$ cat src/verilog/xs_pkg.sv
/* Shared widths, types, key codes and PLL tables for the cabinet I/O block.
   Every RTL file refers to these by scoped name. */
`default_nettype none

package xs_pkg;

	////////////////////
	// Widths and plain vector types
	////////////////////
	localparam int NUM_PLAYERS = 2;
	localparam int PLL_PARAM_COUNT = 9;
	// Idle cycles before the first PLL write
	localparam int SETTLE_CYCLES = 255;
	localparam logic [7:0] DIP_INDEX = 8'd254;

	// Joystick/DB15 word: 0..5 R,L,D,U,shot,jump; 6 st1, 7 coin, 8 st2, 9 pause
	// DB15 only: 10 start, 11 coin
	typedef logic [15:0] joy_word_t;
	// Active-low port or DIP byte
	typedef logic [7:0] port_byte_t;
	typedef logic [24:0] dl_addr_t;
	typedef logic [5:0] cfg_addr_t;
	typedef logic [31:0] cfg_data_t;
	typedef logic [$clog2(PLL_PARAM_COUNT)-1:0] pll_idx_t;
	typedef logic [7:0] settle_cnt_t;

	////////////////////
	// Structs
	////////////////////
	typedef struct packed {
		logic toggle;
		logic pressed;
		logic ext;
		logic [7:0] code;
	} ps2_key_t;

	// Held keyboard buttons, one player's view
	typedef struct packed {
		logic right;
		logic left;
		logic down;
		logic up;
		logic shot;
		logic jump;
		logic start1;
		logic start2;
		logic coin;
		logic pause;
		logic service;
	} key_player_t;

	// Merged controls, active high
	typedef struct packed {
		logic right;
		logic left;
		logic down;
		logic up;
		logic shot;
		logic jump;
		logic start_own;
		logic start1;
		logic start2;
		logic coin;
		logic pause;
	} pressed_t;

	typedef struct packed {
		logic wr;
		logic [7:0] index;
		dl_addr_t addr;
		logic [7:0] data;
	} dl_write_t;

	typedef struct packed {
		cfg_addr_t addr;
		cfg_data_t data;
	} pll_cfg_t;

	typedef enum logic {
		VIDEO_57HZ,
		VIDEO_60HZ
	} video_timing_e;

	////////////////////
	// PS/2 set 2 scan codes
	////////////////////
	localparam logic [7:0] KEY_START1 = 8'h16;
	localparam logic [7:0] KEY_START2 = 8'h1E;
	localparam logic [7:0] KEY_COIN1 = 8'h2E;
	localparam logic [7:0] KEY_COIN2 = 8'h36;
	localparam logic [7:0] KEY_SERVICE = 8'h46;
	localparam logic [7:0] KEY_PAUSE = 8'h4D;
	localparam logic [7:0] KEY_UP = 8'h75;
	localparam logic [7:0] KEY_DOWN = 8'h72;
	localparam logic [7:0] KEY_LEFT = 8'h6B;
	localparam logic [7:0] KEY_RIGHT = 8'h74;
	localparam logic [7:0] KEY_CTRL = 8'h14;
	localparam logic [7:0] KEY_ALT = 8'h11;

	////////////////////
	// PLL reconfig tables
	////////////////////
	// Mode, M, N, C0, C1, charge pump, bandwidth, M fraction, start
	localparam pll_cfg_t PLL_TABLE_57 [PLL_PARAM_COUNT] = '{
		'{6'h00, 32'h0000_0000}, '{6'h04, 32'h0002_0504}, '{6'h03, 32'h0001_0000},
		'{6'h05, 32'h0000_0505}, '{6'h05, 32'h0006_0302}, '{6'h09, 32'h0000_0002},
		'{6'h08, 32'h0000_0007}, '{6'h07, 32'h9999_999A}, '{6'h02, 32'h0000_0001}
	};
	// Same order, fractional M for the 60 Hz master clock
	localparam pll_cfg_t PLL_TABLE_60 [PLL_PARAM_COUNT] = '{
		'{6'h00, 32'h0000_0000}, '{6'h04, 32'h0000_0A0A}, '{6'h03, 32'h0001_0000},
		'{6'h05, 32'h0000_0A0A}, '{6'h05, 32'h0004_0505}, '{6'h09, 32'h0000_0002},
		'{6'h08, 32'h0000_0007}, '{6'h07, 32'h0DD3_FDC4}, '{6'h02, 32'h0000_0001}
	};

endpackage

`default_nettype wire

$ cat src/verilog/cabinet_ports.sv
/* Packs both players' merged controls into the active-low cabinet port
   bytes and the active-high pause request, all registered. */
`timescale 1ns/1ps
`default_nettype none

module cabinet_ports (
	input wire logic MS_CLK,
	input wire logic reset,
	input xs_pkg::pressed_t [xs_pkg::NUM_PLAYERS-1:0] pressed,
	output xs_pkg::port_byte_t player1,
	output xs_pkg::port_byte_t player2,
	output logic pause_btn
);

	logic start1;
	logic start2;
	xs_pkg::port_byte_t p1_high;
	xs_pkg::port_byte_t p2_high;

	// One set of start lines shared by both players
	// A DB15 start goes to its own player's start
	assign start1 = pressed[0].start1 | pressed[1].start1 | pressed[0].start_own;
	assign start2 = pressed[0].start2 | pressed[1].start2 | pressed[1].start_own;

	// Port 1: 2P start, 1P start, then player 0 controls
	assign p1_high = {
		start2,
		start1,
		pressed[0].jump,
		pressed[0].shot,
		pressed[0].down,
		pressed[0].up,
		pressed[0].left,
		pressed[0].right
	};

	// Port 2: coin 2, coin 1, then player 1 controls
	assign p2_high = {
		pressed[1].coin,
		pressed[0].coin,
		pressed[1].jump,
		pressed[1].shot,
		pressed[1].down,
		pressed[1].up,
		pressed[1].left,
		pressed[1].right
	};

	////////////////////
	// Output registers
	////////////////////
	// Board inputs are active low, pause stays active high
	always_ff @(posedge MS_CLK) begin
		if (reset) begin
			player1 <= 8'hFF;
			player2 <= 8'hFF;
			pause_btn <= 1'b0;
		end else begin
			player1 <= ~p1_high;
			player2 <= ~p2_high;
			pause_btn <= pressed[0].pause | pressed[1].pause;
		end
	end

endmodule

`default_nettype wire

$ cat src/verilog/dip_capture.sv
/* Takes DIP switch bytes 0 and 1 from the download stream at the DIP
   index and holds them for the board. */
`timescale 1ns/1ps
`default_nettype none

module dip_capture (
	input wire logic MS_CLK,
	input wire logic reset,
	input xs_pkg::dl_write_t dl,
	output xs_pkg::port_byte_t dsw1,
	output xs_pkg::port_byte_t dsw2
);

	logic dip_write;

	// Write strobe aimed at the DIP block
	assign dip_write = dl.wr && (dl.index == xs_pkg::DIP_INDEX);

	// Address 0 is DSW1, address 1 is DSW2
	// Higher DIP bytes are not used by this board
	always_ff @(posedge MS_CLK) begin
		if (reset) begin
			// All switches off, active low
			dsw1 <= 8'hFF;
			dsw2 <= 8'hFF;
		end else if (dip_write) begin
			if (dl.addr == xs_pkg::dl_addr_t'(0)) begin
				dsw1 <= dl.data;
			end
			if (dl.addr == xs_pkg::dl_addr_t'(1)) begin
				dsw2 <= dl.data;
			end
		end
	end

endmodule

`default_nettype wire

$ cat src/verilog/key_decoder.sv
/* PS/2 key event decoder; holds a state per key and fans the keys out
   into one held-button view per player. */
`timescale 1ns/1ps
`default_nettype none

module key_decoder (
	input wire logic MS_CLK,
	input wire logic reset,
	input xs_pkg::ps2_key_t ps2_key,
	output xs_pkg::key_player_t [xs_pkg::NUM_PLAYERS-1:0] key_player
);

	logic prev_toggle;
	logic key_event;
	logic key_start1, key_start2, key_coin1, key_coin2;
	logic key_service, key_pause;
	logic key_up, key_down, key_left, key_right;
	logic key_shot, key_jump;

	// A new event flips the toggle bit
	assign key_event = ps2_key.toggle != prev_toggle;

	// Tracked every cycle, so reset leaves no false event behind
	always_ff @(posedge MS_CLK) begin
		prev_toggle <= ps2_key.toggle;
	end

	always_ff @(posedge MS_CLK) begin
		if (reset) begin
			key_start1 <= 1'b0;
			key_start2 <= 1'b0;
			key_coin1 <= 1'b0;
			key_coin2 <= 1'b0;
			key_service <= 1'b0;
			key_pause <= 1'b0;
			key_up <= 1'b0;
			key_down <= 1'b0;
			key_left <= 1'b0;
			key_right <= 1'b0;
			key_shot <= 1'b0;
			key_jump <= 1'b0;
		end else if (key_event) begin
			// Make or break sets the held state
			case (ps2_key.code)
				xs_pkg::KEY_START1: key_start1 <= ps2_key.pressed;
				xs_pkg::KEY_START2: key_start2 <= ps2_key.pressed;
				xs_pkg::KEY_COIN1: key_coin1 <= ps2_key.pressed;
				xs_pkg::KEY_COIN2: key_coin2 <= ps2_key.pressed;
				xs_pkg::KEY_SERVICE: key_service <= ps2_key.pressed;
				xs_pkg::KEY_PAUSE: key_pause <= ps2_key.pressed;
				xs_pkg::KEY_UP: key_up <= ps2_key.pressed;
				xs_pkg::KEY_DOWN: key_down <= ps2_key.pressed;
				xs_pkg::KEY_LEFT: key_left <= ps2_key.pressed;
				xs_pkg::KEY_RIGHT: key_right <= ps2_key.pressed;
				xs_pkg::KEY_CTRL: key_shot <= ps2_key.pressed;
				xs_pkg::KEY_ALT: key_jump <= ps2_key.pressed;
				// Unknown codes ignored
				default: ;
			endcase
		end
	end

	////////////////////
	// Per-player views
	////////////////////
	// Shared keys go to both players, coin keys are split
	always_comb begin
		for (int p = 0; p < xs_pkg::NUM_PLAYERS; p++) begin
			key_player[p].right = key_right;
			key_player[p].left = key_left;
			key_player[p].down = key_down;
			key_player[p].up = key_up;
			key_player[p].shot = key_shot;
			key_player[p].jump = key_jump;
			key_player[p].start1 = key_start1;
			key_player[p].start2 = key_start2;
			key_player[p].coin = (p == 0) ? key_coin1 : key_coin2;
			key_player[p].pause = key_pause;
			key_player[p].service = key_service;
		end
	end

endmodule

`default_nettype wire

$ cat src/verilog/player_merge.sv
/* One player's input merge: keyboard, USB joystick and gated DB15 word
   combined into a registered set of active-high controls. */
`timescale 1ns/1ps
`default_nettype none

module player_merge (
	input wire logic MS_CLK,
	input wire logic reset,
	input xs_pkg::key_player_t key_in,
	input xs_pkg::joy_word_t joystick,
	input xs_pkg::joy_word_t db15,
	input wire logic db_enable,
	output xs_pkg::pressed_t pressed
);

	xs_pkg::joy_word_t db;
	xs_pkg::pressed_t merged;

	// DB15 port off reads as nothing pressed
	assign db = db_enable ? db15 : '0;

	always_comb begin
		// Directions and buttons from all three sources
		merged.right = key_in.right | joystick[0] | db[0];
		merged.left = key_in.left | joystick[1] | db[1];
		merged.down = key_in.down | joystick[2] | db[2];
		merged.up = key_in.up | joystick[3] | db[3];
		merged.shot = key_in.shot | joystick[4] | db[4];
		merged.jump = key_in.jump | joystick[5] | db[5];

		// DB15 start belongs to this player's own start line
		merged.start_own = db[10];
		merged.start1 = joystick[6] | key_in.start1;
		merged.start2 = joystick[8] | key_in.start2;

		// DB15 select acts as coin
		merged.coin = joystick[7] | db[11] | key_in.coin;

		// Start + A chord on DB15 requests pause
		merged.pause = joystick[9] | (db[4] & db[10]) | key_in.pause;
	end

	////////////////////
	// Output register
	////////////////////
	always_ff @(posedge MS_CLK) begin
		if (reset) begin
			pressed <= '0;
		end else begin
			pressed <= merged;
		end
	end

endmodule

`default_nettype wire

$ cat src/verilog/pll_reprogram.sv
/* PLL reprogramming sequencer. On a video timing change it pauses, settles,
   then writes the selected table over a four-phase req/ack port. */
`timescale 1ns/1ps
`default_nettype none

module pll_reprogram (
	input wire logic MS_CLK,
	input wire logic reset,
	input xs_pkg::video_timing_e timing_sel,
	input wire logic pll_locked,
	output xs_pkg::pll_cfg_t cfg,
	output logic cfg_req,
	input wire logic cfg_ack,
	output logic reconfig_pause,
	output logic init_done
);

	typedef enum logic [2:0] {
		ST_IDLE,
		ST_SETTLE,
		ST_REQUEST,
		ST_RELEASE,
		ST_RELOCK
	} state_e;

	state_e state;
	xs_pkg::video_timing_e timing_lat;
	xs_pkg::settle_cnt_t settle_cnt;
	xs_pkg::pll_idx_t param_idx;
	logic last_param;

	// Table entry for the current write
	// Index and timing only move while no request is up
	always_comb begin
		if (timing_lat == xs_pkg::VIDEO_60HZ) begin
			cfg = xs_pkg::PLL_TABLE_60[param_idx];
		end else begin
			cfg = xs_pkg::PLL_TABLE_57[param_idx];
		end
	end

	assign last_param = param_idx == xs_pkg::pll_idx_t'(xs_pkg::PLL_PARAM_COUNT - 1);

	////////////////////
	// Sequencer FSM
	////////////////////
	always_ff @(posedge MS_CLK) begin
		if (reset) begin
			state <= ST_IDLE;
			timing_lat <= xs_pkg::VIDEO_57HZ;
			settle_cnt <= '0;
			param_idx <= '0;
			cfg_req <= 1'b0;
			reconfig_pause <= 1'b0;
			init_done <= 1'b0;
		end else if (pll_locked) begin
			// Nothing moves without lock
			init_done <= 1'b1;
			case (state)
				ST_IDLE: begin
					// New timing: latch it and hold the core
					if (timing_sel != timing_lat) begin
						timing_lat <= timing_sel;
						reconfig_pause <= 1'b1;
						settle_cnt <= '0;
						state <= ST_SETTLE;
					end
				end
				ST_SETTLE: begin
					if (settle_cnt == xs_pkg::settle_cnt_t'(xs_pkg::SETTLE_CYCLES - 1)) begin
						param_idx <= '0;
						cfg_req <= 1'b1;
						state <= ST_REQUEST;
					end else begin
						settle_cnt <= settle_cnt + 1'b1;
					end
				end
				ST_REQUEST: begin
					// Hold req and cfg until the port acks
					if (cfg_ack) begin
						cfg_req <= 1'b0;
						state <= ST_RELEASE;
					end
				end
				ST_RELEASE: begin
					// Ack must drop before the next pair
					if (!cfg_ack) begin
						if (last_param) begin
							state <= ST_RELOCK;
						end else begin
							param_idx <= param_idx + 1'b1;
							cfg_req <= 1'b1;
							state <= ST_REQUEST;
						end
					end
				end
				ST_RELOCK: begin
					// Locked again, release the core
					reconfig_pause <= 1'b0;
					state <= ST_IDLE;
				end
				default: begin
					state <= ST_IDLE;
				end
			endcase
		end
	end

endmodule

`default_nettype wire

$ cat src/verilog/xsleena_io.sv
/* Cabinet-side control block: keyboard, per-player input merge, port bytes,
   DIP capture and PLL reprogramming, all on MS_CLK. */
`timescale 1ns/1ps
`default_nettype none

module xsleena_io (
	input wire logic MS_CLK,
	input wire logic reset,
	input xs_pkg::joy_word_t joystick_0,
	input xs_pkg::joy_word_t joystick_1,
	input xs_pkg::joy_word_t db15_1,
	input xs_pkg::joy_word_t db15_2,
	input wire logic [1:0] snac_dev,
	input xs_pkg::ps2_key_t ps2_key,
	input xs_pkg::dl_write_t dl,
	input xs_pkg::video_timing_e timing_sel,
	input wire logic pll_locked,
	input wire logic cfg_ack,
	output xs_pkg::port_byte_t player1,
	output xs_pkg::port_byte_t player2,
	output logic pause_btn,
	output xs_pkg::port_byte_t dsw1,
	output xs_pkg::port_byte_t dsw2,
	output xs_pkg::pll_cfg_t cfg,
	output logic cfg_req,
	output logic reconfig_pause,
	output logic init_done
);

	xs_pkg::key_player_t [xs_pkg::NUM_PLAYERS-1:0] key_player;
	xs_pkg::pressed_t [xs_pkg::NUM_PLAYERS-1:0] pressed;
	xs_pkg::joy_word_t [xs_pkg::NUM_PLAYERS-1:0] joy_words;
	xs_pkg::joy_word_t [xs_pkg::NUM_PLAYERS-1:0] db_words;

	// Index by player for the merge loop
	assign joy_words = {joystick_1, joystick_0};
	assign db_words = {db15_2, db15_1};

	////////////////////
	// Input path
	////////////////////
	key_decoder i_key_decoder (
		.MS_CLK(MS_CLK),
		.reset(reset),
		.ps2_key(ps2_key),
		.key_player(key_player)
	);

	for (genvar p = 0; p < xs_pkg::NUM_PLAYERS; p++) begin : g_player
		player_merge i_player_merge (
			.MS_CLK(MS_CLK),
			.reset(reset),
			.key_in(key_player[p]),
			.joystick(joy_words[p]),
			.db15(db_words[p]),
			.db_enable(snac_dev[p]),
			.pressed(pressed[p])
		);
	end

	cabinet_ports i_cabinet_ports (
		.MS_CLK(MS_CLK),
		.reset(reset),
		.pressed(pressed),
		.player1(player1),
		.player2(player2),
		.pause_btn(pause_btn)
	);

	////////////////////
	// DIP and PLL
	////////////////////
	dip_capture i_dip_capture (
		.MS_CLK(MS_CLK),
		.reset(reset),
		.dl(dl),
		.dsw1(dsw1),
		.dsw2(dsw2)
	);

	pll_reprogram i_pll_reprogram (
		.MS_CLK(MS_CLK),
		.reset(reset),
		.timing_sel(timing_sel),
		.pll_locked(pll_locked),
		.cfg(cfg),
		.cfg_req(cfg_req),
		.cfg_ack(cfg_ack),
		.reconfig_pause(reconfig_pause),
		.init_done(init_done)
	);

endmodule

`default_nettype wire
$ cat config.mk
export PLATFORM = sky130hd
export DESIGN_NAME = xsleena_io
export DESIGN_NICKNAME = d
export VERILOG_FILES = /design/src/verilog/xs_pkg.sv /design/src/verilog/cabinet_ports.sv /design/src/verilog/dip_capture.sv /design/src/verilog/key_decoder.sv /design/src/verilog/player_merge.sv /design/src/verilog/pll_reprogram.sv /design/src/verilog/xsleena_io.sv
export SDC_FILE = /design/constraint.sdc
export NUM_CORES = 1
export LEC_CHECK = 0
export BUFFER_PORTS_ARGS = -buffer_cell sky130_fd_sc_hd__buf_4
export CAP_MARGIN = 20
export CORE_MARGIN = 5
export CORE_UTILIZATION = 46
export DETAILED_ROUTE_END_ITERATION = 16
export PLACE_DENSITY = 0.8
export SETUP_SLACK_MARGIN = 0.05
export SYNTH_ARGS = -nofsm -noshare
export SYNTH_HDL_FRONTEND = slang
export SYNTH_SLANG_ARGS = --single-unit
$ cat constraint.sdc
create_clock -name MS_CLK -period 2.4 [get_ports MS_CLK]
set_input_delay 0.48 -clock MS_CLK [delete_from_list [all_inputs] [get_ports MS_CLK]]
set_output_delay 0.48 -clock MS_CLK [all_outputs]
set_load 0.01 [all_outputs]
==> results by group, run 1 <==
Floorplanning
  • Die X: between 100 and 150 um
  • Core footprint: roughly 0.0086 sq mm
  • Die area: ~0.011 sq mm
  • Vert. Die Dim: 103.0 um
  • I/O Pins: about 200
  • # rows: 34
  • Initial Util: between 40% and 50%

Run status
  • Outcome: completed

Route
  • Final antenna-violating net count: 0
  • DR pass1 iterations: 4
  • Vias per cell: between 5 and 6
  • Initial drt markers: about 170
  • Via Count: around 3700
  • Total Routed Length: 10380 um
  • Avg WL per Cell: roughly 15 um
  • DRC viols: 0

Critical path
  • FF-to-FF setup slack: between 500 and 600 ps
  • Max incr delay on CP: 410 ps
  • Slowest cell on the critical path: dfxtp_4
  • Critical path, cell by cell: inv_2 > ha_2 > or3_1 > a21oi_1 > buf_4
  • WP data arrival: roughly 1700 ps
  • CP Launch Type: register
  • Kind of cell adding the most delay to the critical path: flip-flops
  • WS Path Type: register to output port
  • Crit. End Element: output port
  • CP Max Fanout: 9
  • CP Buf/Inv Count: 2
  • Crit path required time: between 1500 and 2000 ps

Logic synthesis
  • Syn_area_per_cell: around 9 sq um
  • #FFs+latches synth: 86
  • YS warnings: 0
  • Synth area leader: dfxtp_1
  • Post-synthesis sequential area ratio: 43.26%
  • Yosys cell types: 56
  • Ranking of synthesized cells by area: dfxtp_1, mux2i_1, nor2_1, nand2_1, buf_4
  • Post-Synth Simple-Gate Area: 26.47%
  • Post-synth EDFFs: 0
  • Cell area after synthesis: approximately 0.004 sq mm
  • Top-count cell post-synth: dfxtp_1
  • Main combinational cell family by area after synthesis: simple AND/OR/NAND/NOR gates
  • Yosys top cell area share: a little over two fifths
  • Synthesized instance count: about 450
  • Adder-Cell Fraction of Synth Area: 2.829%
  • Synth Area in Compound Gates: about 13%
  • Synth async-reset ratio: 0%
  • Top FF cell, synth: dfxtp_1
  • Top cells by count, synth: dfxtp_1, nor2_1, nand2_1, mux2i_1
  • Post-synthesis xor/xnor area fraction: 0.6602%
  • Portion of netlist area occupied by mux cells: under 10%

Layout
  • Synth-to-Final Area Change: 35.52%
  • NumNets Final: a little over 700
  • Share of cells above drive strength 1: between 30% and 40%
  • Antenna Cells: 0
  • Sequential cell area: about 0.0017 sq mm
  • Fillers: 710
  • Multi-input logic area: 0.002011 sq mm

Timing
  • Final setup fails: 0
  • Fin. Hold Viols: 0
  • Sum Neg Setup Slack: 0 ps
  • Worst-Margin Slew: 655.7 ps
  • Worst rel slew slack: ~56%
  • RSZ-0062 raised after global routing: false
  • Top achievable clock speed: around 0.45 GHz
  • Fin Clk Skew: approximately 13 ps
  • Post-route minimum period: around 2200 ps
  • Worst hold slack: approximately 240 ps
  • Final max-slew violation count: 0
  • Final period utilization: 92.50%

Place
  • Final HPWL from detailed placement: between 8000 and 9000 um
  • Placer Congestion: roughly 0.90
  • IO buf count: between 150 and 200

Global routing
  • Largest net degree at the start of global routing: 37
  • Grt ovf: 0
  • Vias in the first global route: around 3500
  • First-pass GRT wire length: around 16000 um
  • Total GRT Usage: roughly a fifth
  • Antenna violations before repair: 0

CTS
  • CTS buffer count: 9
  • Worst-Skew Late Latency: 360 ps
  • CTS Sinks: 86
  • Post-CTS Setup Inserts: 0
  • Clock Path Buffers: 2
  • CTS tree: built
  • H-tree Lvls: 3
  • Root Buffer: clkbuf_8
  • Worst-path clk slew: ~90 ps

Power and ir drop
  • PwrDens: approximately 540 mW/mm^2
  • VDD IR-drop max: approximately 280 uV
  • Static leakage: around 2.4 nW

Hold path
  • Worst min-delay path class: input pin to register

Flow run
  • Max Cap Violations: 0
kinds of logic (layout without fill, tap and decap cells):
| family | after synthesis | count (layout) |
|---|---|---|
| AND/OR/NAND/NOR | 193 | 193 |
| flip-flops | 86 | 86 |
| AO/OA/AOI/OAI | 74 | 74 |
| buffers and inverters | 51 | 195 |
| multiplexers | 29 | 29 |
| adder cells (fa/ha/maj) | 9 | 9 |
| XOR/XNOR | 3 | 3 |
| other | 1 | 7 |
routing by layer:
layer  up-vias  GRT usage (%)  part of all wire, %
li1       1843              -                    -
met1      1704          22.51                   41
met4         0          6.474                  2.7
met3        21          3.721                  4.9
met5         -              0                    0
met2        97          33.89                   52
power by group:
group,internal (mW),leakage (nW),total [mW],switching (mW)
Sequential,1.47,0.707,1.49,0.0215
Clock,0.506,0.105,1.07,0.563
Combinational,0.174,1.56,0.330,0.156
Total,2.15,2.37,2.89,0.741
placed cells by master, fill, tap and decap left out, drive strengths merged, types with 2 or more instances in the layout:
| master | instances |
|---|---|
| or3 | 2 |
| nor3b | 6 |
| a32oi | 2 |
| o21ai | 11 |
| inv | 13 |
| nor3 | 2 |
| nand3 | 14 |
| o311ai | 4 |
| mux2i | 29 |
| or3b | 2 |
| and3b | 2 |
| or4b | 2 |
| a2111o | 2 |
| a211oi | 15 |
| nand2b | 4 |
| a311oi | 3 |
| nor2 | 68 |
| clkbuf | 9 |
| ha | 9 |
| nand2 | 44 |
| xor2 | 2 |
| a31oi | 2 |
| and2 | 4 |
| a31o | 3 |
| conb | 7 |
| buf | 170 |
| nor4b | 4 |
| nor4 | 6 |
| o31ai | 5 |
| a21oi | 21 |
| and3 | 6 |
| dfxtp | 86 |
| nand4 | 8 |
| nor2b | 11 |
state kept, by name (all words and copies together) (netlist names), 3 cells and up:
| signal | flops |
|---|---|
| i_dip_capture.dsw1 | 8 |
| i_pll_reprogram.state | 3 |
| g_player.i_player_merge.pressed | 22 |
| i_pll_reprogram.param_idx | 4 |
| i_cabinet_ports.player1 | 8 |
| i_cabinet_ports.player2 | 8 |
| i_dip_capture.dsw2 | 8 |
| i_pll_reprogram.settle_cnt | 8 |
through the flow:
stage	worst slack (ps)	utilization (%)	cell area, sq um	cells	power [mW]
2_1_floorplan	176.3	-	4003	452	1.668
3_3_place_gp	374.6	60.22	5175	688	1.846
3_5_place_dp	310.7	60.22	5175	688	1.855
4_1_cts	78.40	62.73	5390	704	2.912
5_1_grt	57.67	62.77	5394	704	3.022
6_report	180.1	62.77	5394	704	2.892
path summary, 6_finish.rpt:
kind                                          from  cells after the start                       endpoint
max                   i_pll_reprogram.param_idx[0]                      5                        cfg[10]
min                                    ps2_key[10]                      1      i_key_decoder.prev_toggle
max reg2reg          i_pll_reprogram.settle_cnt[0]                      6  i_pll_reprogram.settle_cnt[5]
min reg2reg  g_player[1].i_player_merge.pressed[7]                      1     i_cabinet_ports.player2[2]
repair_timing:
item	in CTS	in global routing
gates resized for setup	3	3
endpoints found under the setup margin	6	1
hold buffers	0	0
endpoints found under the hold margin	0	0
cell type report:
type	instances	area share, %
Clock buffer	9	2.296
Clock inverter	7	1.601
Inverter	9	0.6263
Multi-Input combinational cell	315	37.28
Sequential cell	86	32.03
Tap cell	108	2.505
Timing Repair Buffer	170	23.66
worst reg2reg max path, stage by stage, from the launching register on:
cell	delay [ps]
dfxtp_1	390
inv_1	60
ha_1	220
and3_1	190
a2111o_1	490
or3_1	330
nand3_1	80
Power figures use the tool's default switching activity.
==> run 2, diff against run 1 <==
--- a/config.mk
+++ b/config.mk
@@ -9,6 +9,7 @@
 export CAP_MARGIN = 20
 export CORE_MARGIN = 5
 export CORE_UTILIZATION = 46
+export CTS_CLUSTER_DIAMETER = 200
 export DETAILED_ROUTE_END_ITERATION = 16
 export PLACE_DENSITY = 0.8
 export SETUP_SLACK_MARGIN = 0.05
==> constraint.sdc (replaced) <==
create_clock -name MS_CLK -period 2.15 [get_ports MS_CLK]
set_input_delay 0.43 -clock MS_CLK [delete_from_list [all_inputs] [get_ports MS_CLK]]
set_output_delay 0.43 -clock MS_CLK [all_outputs]
set_load 0.01 [all_outputs]
==> run 2 against run 1 <==
  * Largest power group unchanged
  * Flip-flop and latch count is the same
  * Non-clock buffer count up 7
  * Clock power rose by 5%
  * Count of clock-buffer cells in the layout stayed put
  * Critical path type unchanged
  * Hold slack worse by 54 ps
  * Die area stayed put
  * Power grew 9.2%
  * Sequential power up 12%
  * Via count increased by 1.4%
  * Wire length rose by 1.2%
  * Cell area up 1.4%
==> results by group, run 2 (synthesis gave the netlist of run 1 again) <==
Run status
  • Outcome: completed

Timing
  • Fin Clk Skew: 12.29 ps (-0.3543 ps)
  • Worst rel slew slack: 57.57% (+1.7 points)
  • Final period utilization: between 90% and 100%
  • Fin. Hold Viols: 0 (unchanged)
  • Post-route minimum period: around 2000 ps
  • Top achievable clock speed: 0.4933 GHz
  • Final max-slew violation count: 0 (unchanged)
  • RSZ-0062 raised after global routing: true
  • Worst hold slack: 184.6 ps (-53.82 ps)
  • Worst-Margin Slew: 628.2 ps (-27.49 ps)
  • Sum Neg Setup Slack: 0 ps (unchanged)
  • Final setup fails: 0 (unchanged)

Global routing
  • Grt ovf: 0 (unchanged)
  • First-pass GRT wire length: 16240 um (+1.2%)
  • Antenna violations before repair: 0 (unchanged)
  • Vias in the first global route: 3554 (+0.25%)
  • Largest net degree at the start of global routing: 38 (+2.7%)
  • Total GRT Usage: 19.03% (+0.10 points)

Critical path
  • Worst R2R Start: i_pll_reprogram.settle_cnt[0]
  • CP Launch Type: register
  • FF-to-FF setup slack: 300 ps (-280 ps)
  • Worst Reg-to-Reg Cells: 6 (unchanged)
  • WS Path Type: register to output port
  • Crit. End Element: output port
  • WP data arrival: 1600 ps (-140 ps)
  • FF-to-FF End: i_pll_reprogram.settle_cnt[5]
  • CP Max Fanout: 5 (-4)
  • Crit path required time: 1720 ps (-200 ps)

Floorplanning
  • Die area: 0.01061 sq mm (unchanged)
  • Core footprint: 0.008593 sq mm (unchanged)
  • Die X: 103.0 um (unchanged)
  • I/O Pins: 198 (unchanged)
  • Vert. Die Dim: 103.0 um (unchanged)
  • # rows: 34 (unchanged)
  • Initial Util: 46.32% (unchanged)

Hold path
  • Worst min-delay path class: input pin to register
  • Min-Delay Startpoint: ps2_key[10]
  • Hold Crit Depth: 1 (unchanged)
  • Worst Hold End: i_key_decoder.prev_toggle

Layout
  • Antenna Cells: 0 (unchanged)
  • Post-route cell area: 0.005472 sq mm (+1.4%)
  • NumNets Final: 731 (+0.97%)
  • Most frequent cells in the layout: buf_4, dfxtp_1, nor2_1
  • Commonest non-fill, non-tap cell in the layout: buf_4
  • Final Instance Count excl. Fillers: 711 (+0.99%)
  • Largest Register: g_player.i_player_merge.pressed
  • Share of cells above drive strength 1: 35.49% (+2.1 points)
  • Max FFs per register: 22 (unchanged)
  • Synth-to-Final Area Change: 37.47%

Place
  • IO buf count: 161 (unchanged)
  • Placed Instances: 692 (+0.58%)
  • Final HPWL from detailed placement: 8097 um (-0.47%)
  • Placer Congestion: 0.8703 (-3.8%)
  • Area after DPL: 0.005207 sq mm (+0.63%)

Route
  • Final antenna-violating net count: 0 (unchanged)
  • Total Routed Length: 10510 um (+1.2%)
  • Via Count: 3718 (+1.4%)
  • Initial drt markers: 256 (+48%)
  • DR pass1 iterations: 5 (+1)
  • Avg WL per Cell: 14.78 um (+0.24%)
  • DRC viols: 0 (unchanged)
  • Vias per cell: 5.229 (+0.45%)

CTS
  • CTS tree: built
  • H-tree Lvls: 3 (unchanged)
  • Clock Path Buffers: 2 (unchanged)
  • CTS buffer count: 9 (unchanged)
  • CTS Sinks: 86 (unchanged)
  • Root Buffer: clkbuf_8
  • CTS Hold Bufs: 0 (unchanged)
  • Worst-path clk slew: 90 ps (about the same)
  • Worst-Skew Late Latency: 360 ps (about the same)

Flow run
  • Max Cap Violations: 0 (unchanged)

Power and ir drop
  • PwrDens: 577.2 mW/mm^2 (+7.7%)
  • Static leakage: 2.407 nW (+1.4%)
  • Final total power: 3.158 mW (+9.2%)
  • VDD IR-drop max: 416.3 uV (+47%)
run 2: through the flow:
| step | worst slack (ps) | utilization, % |
|---|---|---|
| floorplan | 138.2 | - |
| global placement | 259.7 | 60.60 |
| detailed placement | 214.7 | 60.60 |
| CTS | 53.51 | 63.28 |
| global route | 42.35 | 63.67 |
| finish | 122.9 | 63.67 |
run 2: per-layer routing:
metal / wire, um / part of all wire (%) / GRT usage [%] / up-vias
li1: - / - / - / 1852
met1: 4201 / 40 / 22.77 / 1739
met2: 5532 / 53 / 34.19 / 109
met3: 593 / 5.6 / 3.383 / 18
met4: 183 / 1.7 / 6.474 / 0
met5: 0 / 0 / 0 / -
run 2: how the worst max path moves through the flow:
stage               to                    startpoint  cells after the start
6_report       cfg[10]  i_pll_reprogram.param_idx[0]                      5
2_1_floorplan  cfg[13]  i_pll_reprogram.param_idx[0]                      5
4_1_cts        cfg[28]  i_pll_reprogram.param_idx[0]                      5
5_1_grt         cfg[2]  i_pll_reprogram.param_idx[0]                      6
3_3_place_gp   cfg[10]  i_pll_reprogram.param_idx[0]                      5
3_5_place_dp   cfg[10]  i_pll_reprogram.param_idx[0]                      5
run 2: power breakdown:
part / switching, mW / internal (mW)
clock: 0.660 / 0.458
combinational: 0.175 / 0.198
sequential: 0.0257 / 1.64
total: 0.861 / 2.30
run 2: critical path, cell delays in order, from the launching register on:
cell and delay, ps:
dfxtp_4 390, inv_4 50, ha_4 250, or3_1 320, a21oi_2 120, buf_4 120
run 2: final cells by class:
cell class              count  area [sq um]
clock buffers               9         123.9
clock inverters             7         73.82
well taps                 108         135.1
multi-input cells         315          2042
fillers                   728          3122
repair buffers            177          1329
flip-flops and latches     86          1732
inverters                   9         36.28
run 2: what timing repair did:
item	CTS	global route
gates resized for setup	9	7
buffers inserted	1	2
setup endpoints to repair	24	19
pin swaps	0	1
hold endpoints to repair	0	0
